--- src/source/lsu_pkg.sv ---
`default_nettype none

package lsu_pkg;

  // load kinds, RISC-V funct3 encoding
  typedef enum logic [2:0] {
    LD_BS = 3'b000,
    LD_HS = 3'b001,
    LD_W  = 3'b010,
    LD_BU = 3'b100,
    LD_HU = 3'b101
  } load_func_t;

  // store kinds, unknown codes behave as a byte store
  typedef enum logic [2:0] {
    ST_B = 3'b000,
    ST_H = 3'b001,
    ST_W = 3'b010
  } store_func_t;

endpackage

`default_nettype wire

--- src/source/axi_pkg.sv ---
`default_nettype none

package axi_pkg;

  localparam int AXI_ADDR_W  = 32;
  localparam int AXI_RDATA_W = 32;
  localparam int AXI_WDATA_W = 64;
  localparam int AXI_STRB_W  = AXI_WDATA_W / 8;

  // one doubleword, seen as byte lanes or as two 32-bit words
  typedef union packed {
    logic [AXI_STRB_W-1:0][7:0] bytes;
    logic [AXI_WDATA_W/AXI_RDATA_W-1:0][AXI_RDATA_W-1:0] words;
  } mem_word_u;

endpackage

`default_nettype wire

--- src/source/axi_lite_r_if.sv ---
`timescale 1ns/1ps
`default_nettype none

interface axi_lite_r_if;
  import axi_pkg::*;

  // read address channel
  logic                   arvalid;
  logic                   arready;
  logic [AXI_ADDR_W-1:0]  araddr;

  // read data channel
  logic                   rvalid;
  logic                   rready;
  logic [AXI_RDATA_W-1:0] rdata;

  modport master (
    output arvalid, araddr, rready,
    input  arready, rvalid, rdata
  );

  modport slave (
    input  arvalid, araddr, rready,
    output arready, rvalid, rdata
  );

endinterface

`default_nettype wire

--- src/source/axi_w_if.sv ---
`timescale 1ns/1ps
`default_nettype none

interface axi_w_if;
  import axi_pkg::*;

  // write address channel
  logic                  awvalid;
  logic                  awready;
  logic [AXI_ADDR_W-1:0] awaddr;

  // write data channel, strobe gives the size
  logic                  wvalid;
  logic                  wready;
  mem_word_u             wdata;
  logic [AXI_STRB_W-1:0] wstrb;

  // write response, no error codes
  logic                  bvalid;
  logic                  bready;

  modport master (
    output awvalid, awaddr,
    output wvalid, wdata, wstrb,
    output bready,
    input  awready, wready, bvalid
  );

  modport slave (
    input  awvalid, awaddr,
    input  wvalid, wdata, wstrb,
    input  bready,
    output awready, wready, bvalid
  );

endinterface

`default_nettype wire

--- src/source/lsu.sv ---
`timescale 1ns/1ps
`default_nettype none

module lsu (
  input  logic                           clk,
  input  logic                           rstn,

  // load request and response
  input  logic [axi_pkg::AXI_ADDR_W-1:0] raddr,
  input  lsu_pkg::load_func_t            rfunc,
  input  logic                           rreq_valid,
  output logic                           rreq_ready,
  output logic [31:0]                    rdata,
  output logic                           rres_valid,
  input  logic                           rres_ready,

  // store request and response
  input  logic [axi_pkg::AXI_ADDR_W-1:0] waddr,
  input  logic [31:0]                    wdata,
  input  lsu_pkg::store_func_t           wfunc,
  input  logic                           wreq_valid,
  output logic                           wreq_ready,
  output logic                           wres_valid,
  input  logic                           wres_ready,

  // memory side
  axi_lite_r_if.master                   ram_r,
  axi_w_if.master                        ram_w
);
  import lsu_pkg::*;
  import axi_pkg::*;

  // load path
  logic [1:0]             roff_q;
  load_func_t             rfunc_q;
  logic [AXI_RDATA_W-1:0] rdata_shifted;

  // one load in flight, keep what the response needs
  always_ff @(posedge clk) begin
    if (rreq_valid && rreq_ready) begin
      roff_q  <= raddr[1:0];
      rfunc_q <= rfunc;
    end
  end

  assign ram_r.arvalid = rreq_valid;
  assign ram_r.araddr  = raddr;
  assign rreq_ready    = ram_r.arready;

  // move the addressed byte down to bit 0
  assign rdata_shifted = ram_r.rdata >> {roff_q, 3'b000};

  always_comb begin
    case (rfunc_q)
      LD_BS:   rdata = {{24{rdata_shifted[7]}}, rdata_shifted[7:0]};
      LD_BU:   rdata = {24'h0, rdata_shifted[7:0]};
      LD_HS:   rdata = {{16{rdata_shifted[15]}}, rdata_shifted[15:0]};
      LD_HU:   rdata = {16'h0, rdata_shifted[15:0]};
      // word, also anything unknown
      default: rdata = rdata_shifted;
    endcase
  end

  assign rres_valid  = ram_r.rvalid;
  assign ram_r.rready = rres_ready;

  // store path
  mem_word_u             wdata_aligned;
  logic [AXI_STRB_W-1:0] wmask_base;
  logic [AXI_STRB_W-1:0] wmask_aligned;
  logic                  aw_done;
  logic                  w_done;

  // data into the byte lanes of the doubleword
  assign wdata_aligned = {{(AXI_WDATA_W-32){1'b0}}, wdata} << {waddr[2:0], 3'b000};

  always_comb begin
    case (wfunc)
      ST_H:    wmask_base = 8'b0000_0011;
      ST_W:    wmask_base = 8'b0000_1111;
      default: wmask_base = 8'b0000_0001;
    endcase
  end

  assign wmask_aligned = wmask_base << waddr[2:0];

  // which channels of the current store were already taken
  always_ff @(posedge clk) begin
    if (!rstn) begin
      aw_done <= 1'b0;
      w_done  <= 1'b0;
    end else if (ram_w.bvalid && ram_w.bready) begin
      aw_done <= 1'b0;
      w_done  <= 1'b0;
    end else begin
      if (ram_w.awvalid && ram_w.awready) begin
        aw_done <= 1'b1;
      end
      if (ram_w.wvalid && ram_w.wready) begin
        w_done <= 1'b1;
      end
    end
  end

  assign ram_w.awaddr  = {waddr[AXI_ADDR_W-1:3], 3'b000};
  assign ram_w.awvalid = wreq_valid && !aw_done;
  assign ram_w.wdata   = wdata_aligned;
  assign ram_w.wstrb   = wmask_aligned;
  assign ram_w.wvalid  = wreq_valid && !w_done;

  // both flags set means the store is waiting for its response
  assign wreq_ready = !(aw_done && w_done) &&
                      (ram_w.awready || aw_done) &&
                      (ram_w.wready || w_done);

  assign wres_valid   = ram_w.bvalid;
  assign ram_w.bready = wres_ready;

endmodule

`default_nettype wire

--- src/flat_wrapper.sv ---
// flat-port wrapper written by rule: the top's interface ports become plain ports
module lsu_flat import lsu_pkg::*; import axi_pkg::*;
  (clk, rstn, raddr, rfunc, rreq_valid, rreq_ready, rdata, rres_valid, rres_ready, waddr, wdata, wfunc, wreq_valid, wreq_ready, wres_valid, wres_ready, ram_r_arvalid, ram_r_araddr, ram_r_rready, ram_r_arready, ram_r_rvalid, ram_r_rdata, ram_w_awvalid, ram_w_awaddr, ram_w_wvalid, ram_w_wdata, ram_w_wstrb, ram_w_bready, ram_w_awready, ram_w_wready, ram_w_bvalid);
  axi_lite_r_if ram_r_i ();
  axi_w_if ram_w_i ();
  input  logic clk;
  input  logic rstn;
  input  logic [axi_pkg::AXI_ADDR_W-1:0] raddr;
  input  lsu_pkg::load_func_t rfunc;
  input  logic rreq_valid;
  output logic rreq_ready;
  output logic [31:0] rdata;
  output logic rres_valid;
  input  logic rres_ready;
  input  logic [axi_pkg::AXI_ADDR_W-1:0] waddr;
  input  logic [31:0] wdata;
  input  lsu_pkg::store_func_t wfunc;
  input  logic wreq_valid;
  output logic wreq_ready;
  output logic wres_valid;
  input  logic wres_ready;
  output wire logic [$bits(ram_r_i.arvalid)-1:0] ram_r_arvalid;
  output wire logic [$bits(ram_r_i.araddr)-1:0] ram_r_araddr;
  output wire logic [$bits(ram_r_i.rready)-1:0] ram_r_rready;
  input wire logic [$bits(ram_r_i.arready)-1:0] ram_r_arready;
  input wire logic [$bits(ram_r_i.rvalid)-1:0] ram_r_rvalid;
  input wire logic [$bits(ram_r_i.rdata)-1:0] ram_r_rdata;
  output wire logic [$bits(ram_w_i.awvalid)-1:0] ram_w_awvalid;
  output wire logic [$bits(ram_w_i.awaddr)-1:0] ram_w_awaddr;
  output wire logic [$bits(ram_w_i.wvalid)-1:0] ram_w_wvalid;
  output wire logic [$bits(ram_w_i.wdata)-1:0] ram_w_wdata;
  output wire logic [$bits(ram_w_i.wstrb)-1:0] ram_w_wstrb;
  output wire logic [$bits(ram_w_i.bready)-1:0] ram_w_bready;
  input wire logic [$bits(ram_w_i.awready)-1:0] ram_w_awready;
  input wire logic [$bits(ram_w_i.wready)-1:0] ram_w_wready;
  input wire logic [$bits(ram_w_i.bvalid)-1:0] ram_w_bvalid;
  assign ram_r_arvalid = ram_r_i.arvalid;
  assign ram_r_araddr = ram_r_i.araddr;
  assign ram_r_rready = ram_r_i.rready;
  assign ram_r_i.arready = ram_r_arready;
  assign ram_r_i.rvalid = ram_r_rvalid;
  assign ram_r_i.rdata = ram_r_rdata;
  assign ram_w_awvalid = ram_w_i.awvalid;
  assign ram_w_awaddr = ram_w_i.awaddr;
  assign ram_w_wvalid = ram_w_i.wvalid;
  assign ram_w_wdata = ram_w_i.wdata;
  assign ram_w_wstrb = ram_w_i.wstrb;
  assign ram_w_bready = ram_w_i.bready;
  assign ram_w_i.awready = ram_w_awready;
  assign ram_w_i.wready = ram_w_wready;
  assign ram_w_i.bvalid = ram_w_bvalid;
  lsu u_core (.clk(clk), .rstn(rstn), .raddr(raddr), .rfunc(rfunc), .rreq_valid(rreq_valid), .rreq_ready(rreq_ready), .rdata(rdata), .rres_valid(rres_valid), .rres_ready(rres_ready), .waddr(waddr), .wdata(wdata), .wfunc(wfunc), .wreq_valid(wreq_valid), .wreq_ready(wreq_ready), .wres_valid(wres_valid), .wres_ready(wres_ready), .ram_r(ram_r_i), .ram_w(ram_w_i));
endmodule
--- config.mk ---
export PLATFORM = sky130hd
export DESIGN_NAME = lsu_flat
export DESIGN_NICKNAME = d
export VERILOG_FILES = /design/src/source/lsu_pkg.sv /design/src/source/axi_pkg.sv /design/src/source/axi_lite_r_if.sv /design/src/source/axi_w_if.sv /design/src/source/lsu.sv /design/src/flat_wrapper.sv
export SDC_FILE = /design/constraint.sdc
export NUM_CORES = 1
export LEC_CHECK = 0
export ABC_AREA = 1
export BUFFER_PORTS_ARGS = -buffer_cell sky130_fd_sc_hd__buf_2
export CAP_MARGIN = 15
export CORE_AREA = 2 2 126 128
export DETAILED_ROUTE_END_ITERATION = 16
export DIE_AREA = 0 0 128 130
export GPL_ROUTABILITY_DRIVEN = 0
export SLEW_MARGIN = 10
export SYNTH_ARGS = -nofsm -noshare
export SYNTH_HDL_FRONTEND = slang
export SYNTH_SLANG_ARGS = --single-unit
--- constraint.sdc ---
create_clock -name clk -period 1.5 [get_ports clk]
set_clock_uncertainty 0.1 [all_clocks]
set_input_delay 0.075 -clock clk [delete_from_list [all_inputs] [get_ports clk]]
set_output_delay 0.075 -clock clk [all_outputs]
set_load 0.03 [all_outputs]
After elaboration in Yosys (flattened, before gate mapping)
Index checks and enable logic that the tools add are counted.
{ "totals": {"wordCells": 31, "romBits": 0, "latch_bits": 0, "mem_count": 0, "in_bits": 145, "ram_bits": 0, "regBits": 7} }
{ "op_classes": {"n_div": 0, "n_lt_le_gt_ge": 0, "muxes": 2, "shifts": 3, "multipliers": 0, "add_sub_neg": 0, "n_reduce_logical": 16, "bitwise": 1, "eq_ne": 5} }
{ "ops": {"columns": ["cell", "count"], "rows": [
  ["one-hot mux 32 bit (4 select lines)", 1],
  ["left shift 32 x 6 -> 64 bit", 1],
  [">> shifter 32 x 5 -> 32 bit", 1],
  ["logical AND 1 bit", 9],
  ["one-hot mux 4 bit (2 select lines)", 1],
  ["left shift 4 x 3 -> 8 bit", 1],
  ["equality test 3 x 1 -> 1 bit, second input constant", 2],
  ["equality test 3 bit, second input constant", 2],
  ["equality test 3 x 2 -> 1 bit, second input constant", 1],
  ["zero test 1 bit", 3],
  ["zero test 3 bit", 1],
  ["logical OR 1 bit", 2],
  ["OR reduction 2 bit", 1],
  ["NOT 1 bit", 1]
]} }

Longest topological paths before layout
Gate-level depths: netlist of the first run.
{ "depth": {"depth_word": 4, "ltp_mapped": 8, "mapped_depth_nobuf": 7} }

Worst setup path after synthesis of the first run
No wires, ideal clock.
{ "synth_path": {"path_kind": "input-to-output", "startpoint": "input waddr[0] in the netlist's numbering", "endpoint": "output ram_w_wdata[0]", "arrival_ps": 1525, "slack_ps": -200, "required_time_ps": 1325, "stages": 7, "path_cell_list": "buf_2 > buf_6 > nor2_2 > inv_1 > nor2_1 > inv_2 > nor2_1"} }
{ "synth_between": {"elab_chain_cells": 1} }
{ "synth_lines": {"columns": ["item", "line_no", "text"], "rows": [
  ["start, declared", "flat_wrapper.sv:15", "input logic [axi_pkg::AXI_ADDR_W-1:0] waddr;"],
  ["left shift 32 x 6 -> 64 bit", "lsu.sv:75", "assign wdata_aligned = {{(AXI_WDATA_W-32){1'b0}}, wdata} << {waddr[2:0], 3'b000};"],
  ["end, declared", "flat_wrapper.sv:31", "output wire logic [$bits(ram_w_i.wdata)-1:0] ram_w_wdata;"]
]} }
Every way passes these cells.

Worst setup path after layout of the first run
{ "layout_path": {"startpoint": "register u_core.roff_q[0]", "endpoint": "output rdata[0]"} }
{ "layout_between": {"elab_chain_cells": 2} }
{ "layout_lines": {"columns": ["item", "line_no", "text"], "rows": [
  ["start, declared", "lsu.sv:34", "logic [1:0] roff_q;"],
  ["start signal, assigned", "lsu.sv:41", "roff_q <= raddr[1:0];"],
  [">> shifter 32 x 5 -> 32 bit", "lsu.sv:51", "assign rdata_shifted = ram_r.rdata >> {roff_q, 3'b000};"],
  ["one-hot mux 32 bit (4 select lines)", "lsu.sv:54", "case (rfunc_q)"],
  ["end, declared", "flat_wrapper.sv:12", "output logic [31:0] rdata;"]
]} }
Every way passes these cells.

==> impl_results.md, run 1 <==
- Hold Crit Depth: 3
- Share of layout cells above drive strength 1: 0.437
- Setup ws final: -228 ps
- Status: finished, violations left
- Final Hold Fails: 0
- Fraction of the mapped netlist area in simple logic gates: 0.403
- Die Wd: between 100 and 150 um
- Post-synth top flop: edfxtp_1
- Data required time at the worst endpoint: between 1000 and 1500 ps
- Worst r2r path cells: 2
- Initial DRC count: about 170
- WL/cell: 14.3 um
- Worst hold-check path type: primary input to flip-flop
- FF+latch count, synth: 7
- Max_cap viols: 0
- Antenna Nets Post-Route: 0
- Origin of the critical flop-to-flop path: u_core.aw_done$_SDFFE_PP0P_
- Cts bufs inserted: 3
- CP arrival: ~1600 ps
- Drt pass-1 iters: 4
- Multi-input logic area: between 1500 and 2000 um2
- PortBufs: slightly below 200
- Unrepaired setup endpoints after global routing: true
- I/O Pins: between 300 and 400
- Overall Power: between 2000 and 2500 uW
- Synth Instances: 520
- Most common cell in the netlist: nand2_1
- Startpoint types: flip-flop
- Post-synth cell types: 29
- Failing checks: negative setup slack
- H-tree levels: 1
- Main combinational cell family by area after synthesis: simple AND/OR/NAND/NOR gates
- Sequential Area: about 190 um2
- Inserted Diodes: 0
- Vias: around 3800
- FMAX: 0.579 GHz
- Main area contributors after synthesis: buf_4 20%, nand2_1 18%, o21ai_0 8.7%
- Worst reg2reg setup slack: roughly 800 ps
- Fin. max-slew vios: 0
- Initial Util: 0.179
- Placement Rows: between 40 and 50
- Leakage: about 0.0023 uW
- Post-synth ARST share: 0
- Final setup violation count: 32
- Top cells by instance count after synthesis: 135 x nand2_1, 74 x buf_4, 54 x nor2_1
- WS Path Type: flip-flop to output port
- Part of the cycle the worst path needs: 1.15
- Chip Height: 130 um
- Mean post-synth cell area: about 5.3 um2
- CP endpoint kind: output port
- Register area share after synthesis: 0.0689
- Clock-pin slew on the worst setup and hold paths: 40 ps
- Initial antenna violation count: 1
- Vias per cell: about 4.5
- Clock tree buffer depth: 2
- Compound-Gate Fraction of Synth Area: 0.212
- Clk sinks: 7
- Fin nets: roughly 810
- Vias in the first global route: 3619
- Power per cell area: about 600 nW/um2
- Root Driver: clkbuf_16
- Clk Latency, worst-skew pair: about 230 ps
- Worst R2R End: u_core.aw_done$_SDFFE_PP0P_
- Placed wire-length estimate: between 10000 and 15000 um
- Area Growth Syn to Fin: 47.5%
- Mapped Area: roughly 2800 um2
- Hold Crit Start: wreq_valid
- First-pass GRT wire length: 18700 um
- Fin crit period: around 1700 ps
- Hold Crit Endpoint: u_core.w_done$_SDFFE_PP0P_
- Post-synthesis mux area share: 0
- Pin count of the biggest net entering global routing: 29
- Residual DRC: 0
- CTS tree: built
- Adder-Cell Fraction of Synth Area: 0
- XOR/XNOR share of the synthesized area: 0
- Worst slack at placement: -90.1 ps
- Total die area: between 15000 and 20000 um2
- Fill count: 1784
- Synth top area share: 0.201
- Area leader, netlist: buf_4
- Number of flops mapped to enable cells by yosys: 5
- Core area: 15400 um2
- VDD IR-drop max: 0.258 mV
- GRT Total Usage: 0.141
- Critical Path Fanout Max: 16
- Total gr overflow: 0
- Yosys warns: 0
- Final wirelength: about 12000 um
## report_power, final
| part | switching, uW | total, uW | internal, uW |
|---|---|---|---|
| clock network | 96.4 | 446 | 349 |
| registers | 9.11 | 231 | 222 |
| logic | 1130 | 1770 | 640 |
| total | 1240 | 2450 | 1210 |
## worst max-delay path: stages, from the launching register on
cell,delay [ps]
edfxtp_1,410
inv_2,170
buf_12,160
or2_2,110
o21ai_0,90
a22oi_2,150
clkbuf_4,220
## area by class of cell
class                           instances  share of cell area
Timing Repair Buffer                  243               0.388
Tap cell                              192              0.0590
Inverter                               43              0.0396
Clock buffer                            3              0.0184
Sequential cell                         7              0.0467
Clock inverter                          1             0.00123
Multi-Input combinational cell        369               0.447
## placed cells by master (no fill, tap or decap), types with 12 or more instances in the layout
cell,n
o22ai_1,14
o211ai_1,12
nand3_1,44
nand2_1,134
a21oi_1,14
nor2_1,45
buf_2,160
buf_4,45
buf_6,22
inv_1,36
o21ai_0,37
## cell families after synthesis
logic type / Yosys count
simple gates: 261
buf+inv: 146
compound gates: 105
other cells: 1
flops: 7
## per-stage QoR
| stage | TNS, ps | utilization | std cells | hold WS [ps] | area (um2) |
|---|---|---|---|---|---|
| 2_1_floorplan | -66.9 | - | 522 | 73.9 | 2830 |
| 3_3_place_gp | -1310 | 0.239 | 846 | 50.2 | 3680 |
| 3_5_place_dp | -1930 | 0.239 | 846 | 50.2 | 3680 |
| 4_1_cts | -6560 | 0.259 | 857 | 5.26 | 4000 |
| 5_1_grt | -8430 | 0.264 | 858 | 16.5 | 4070 |
| 6_report | -6420 | 0.264 | 858 | 4.55 | 4070 |
## worst max path at each step
stage / from / to / slack (ps) / cells past startpoint
6_report: u_core.roff_q[0]$_DFFE_PP_ / rdata[0] / -230 / 6
5_1_grt: u_core.roff_q[0]$_DFFE_PP_ / rdata[29] / -290 / 8
4_1_cts: u_core.roff_q[0]$_DFFE_PP_ / rdata[0] / -240 / 6
3_5_place_dp: u_core.roff_q[0]$_DFFE_PP_ / rdata[23] / -90 / 8
3_3_place_gp: u_core.roff_q[0]$_DFFE_PP_ / rdata[16] / -60 / 8
2_1_floorplan: waddr[0] / ram_w_wdata[0] / -70 / 7
## per-layer routing
metal / global-route usage / up-vias / wire length (um)
li1: - / 1904 / -
met1: 0.146 / 1687 / 4560
met2: 0.268 / 218 / 6220
met3: 0.0463 / 26 / 1170
met4: 0.0472 / 0 / 354
met5: 0 / - / 0
## registers in the layout, indices dropped and copies added, names as in the netlist
| signal | flops |
|---|---|
| u_core.rfunc_q | 3 |
| u_core.roff_q | 2 |
| u_core.aw_done | 1 |
| u_core.w_done | 1 |
## repair_timing
item	in CTS	in global routing
hold endpoints to repair	6	0
setup buffers	1	1
hold buffers	6	0
setup endpoints to repair	40	61
gates resized for setup	59	29
(Power assumes the default switching activity.)
==> inputs of run 2 (changes only) <==
--- a/config.mk
+++ b/config.mk
@@ -12,6 +12,7 @@
 export DETAILED_ROUTE_END_ITERATION = 16
 export DIE_AREA = 0 0 128 130
 export GPL_ROUTABILITY_DRIVEN = 0
+export SKIP_CTS_REPAIR_TIMING = 1
 export SLEW_MARGIN = 10
 export SYNTH_ARGS = -nofsm -noshare
 export SYNTH_HDL_FRONTEND = slang
==> impl_results.md, run 2 (same netlist as run 1, synthesis figures left out) <==
- WL/cell: roughly 14 um
- Fin. max-slew vios: 0
- Vias per cell: between 4 and 5
- First-pass GRT wire length: ~18000 um
- Hold Crit Depth: 3
- Leading cell type in the layout, fill and taps excluded: buf_2
- Hold WS: -5.66 ps
- Part of the cycle the worst path needs: 1.17
- Setup ws final: -253 ps
- CP arrival: approximately 1600 ps
- CTS tree: built
- I/O Pins: ~320
- Max FFs per register: 3
- Worst reg2reg setup slack: 790 ps
- Initial Util: 0.179
- Placement Rows: 46
- Worst hold-check path type: primary input to flip-flop
- Cts bufs inserted: 3
- Initial DRC count: 134
- Worst R2R End: u_core.aw_done$_SDFFE_PP0P_
- Origin of the critical flop-to-flop path: u_core.aw_done$_SDFFE_PP0P_
- Clk Latency, worst-skew pair: 230 ps
- Vias: approximately 3900
- Most frequent cells in the layout: 161 x buf_2, 133 x nand2_1, 50 x buf_4
- Power per cell area: between 600 and 700 nW/um2
- Final wirelength: approximately 12000 um
- Data required time at the worst endpoint: between 1000 and 1500 ps
- Worst slack at placement: -90.1 ps
- FMAX: around 0.57 GHz
- Clock-pin slew on the worst setup and hold paths: roughly 40 ps
- Inst Count DP: ~850
- Final setup violation count: 32
- Critical Path Fanout Max: 16
- Antenna Nets Post-Route: 0
- Final Hold Fails: 1
- Core area: around 15000 um2
- Total gr overflow: 0
- Fin cells: 858
- Hold Crit Start: ram_w_wready
- Clock tree buffer depth: 2
- Chip Height: roughly 130 um
- Initial antenna violation count: 1
- VDD IR-drop max: approximately 0.26 mV
- Fin nets: 812
- Pin count of the biggest net entering global routing: 29
- WS Path Type: flip-flop to output port
- Root Driver: clkbuf_16
- PortBufs: slightly below 200
- Worst r2r path cells: 2
- Drt pass-1 iters: 4
- Share of layout cells above drive strength 1: 0.440
- Fill count: around 1800
- Fin crit period: about 1800 ps
- Area Growth Syn to Fin: 47.3%
- Die Wd: 128 um
- Multi-input logic area: 1830 um2
- Status: finished, violations left
- Failing checks: negative hold slack, negative setup slack
- CP endpoint kind: output port
- H-tree levels: 1
- Vias in the first global route: 3526
- GRT Total Usage: 0.139
- Biggest register: u_core.rfunc_q
- Inserted Diodes: 0
- Unrepaired setup endpoints after global routing: true
- Startpoint types: flip-flop
- Sequential Area: between 150 and 200 um2
- Hold Crit Endpoint: u_core.w_done$_SDFFE_PP0P_
- Clk sinks: 7
- Residual DRC: 0
- Max_cap viols: 0
- Biggest registers after layout: u_core.rfunc_q x3, u_core.roff_q x2
- Total die area: around 17000 um2
- Placed wire-length estimate: between 10000 and 15000 um
- Leakage: between 0.002 and 0.0025 uW
==> run 2: critical path: stages (launching register included) <==
cell,delay [ps]
edfxtp_1,420
inv_2,180
buf_12,160
or2_2,110
o21ai_0,90
a22oi_2,160
clkbuf_4,220
==> run 2: final cells by class <==
type / count / area share
Multi-Input combinational cell: 369 / 0.450
Timing Repair Buffer: 243 / 0.384
Tap cell: 192 / 0.0591
Sequential cell: 7 / 0.0468
Inverter: 43 / 0.0406
Clock buffer: 3 / 0.0185
Clock inverter: 1 / 0.00123
==> run 2: worst max-delay path by stage <==
stage | start | slack, ps | endpoint | cells after the start
CTS | u_core.roff_q[0]$_DFFE_PP_ | -330 | rdata[23] | 8
finish | u_core.roff_q[0]$_DFFE_PP_ | -250 | rdata[0] | 6
floorplan | waddr[0] | -70 | ram_w_wdata[0] | 7
global route | u_core.roff_q[0]$_DFFE_PP_ | -330 | rdata[21] | 8
detailed placement | u_core.roff_q[0]$_DFFE_PP_ | -90 | rdata[23] | 8
global placement | u_core.roff_q[0]$_DFFE_PP_ | -60 | rdata[16] | 8
==> run 2: where the power goes <==
part	internal [uW]	leakage (uW)	total, uW	switching (uW)
Clock	349	0.0000409	445	96.4
Sequential	222	0.0000634	232	9.68
Combinational	633	0.00220	1760	1130
==> run 2: metal layers <==
metal  vias up  track usage  routed length [um]
li1       1901            -                   -
met1      1682        0.146                4450
met2       238        0.259                6130
met3        30       0.0463                1270
met4         0       0.0504                 413
met5         -            0                   0
==> run 2: through the flow <==
| step | util | hold slack [ps] | instance area [um2] | power, uW | TNS, ps |
|---|---|---|---|---|---|
| after global placement | 0.239 | 50.2 | 3680 | 1850 | -1310 |
| after global routing | 0.264 | 11.2 | 4070 | 2600 | -9390 |
| after CTS | 0.244 | -81.9 | 3760 | 2310 | -9530 |
| after detailed placement | 0.239 | 50.2 | 3680 | 1860 | -1930 |
| final | 0.264 | -5.66 | 4070 | 2440 | -7190 |
| after floorplan | - | 73.9 | 2830 | 1600 | -66.9 |
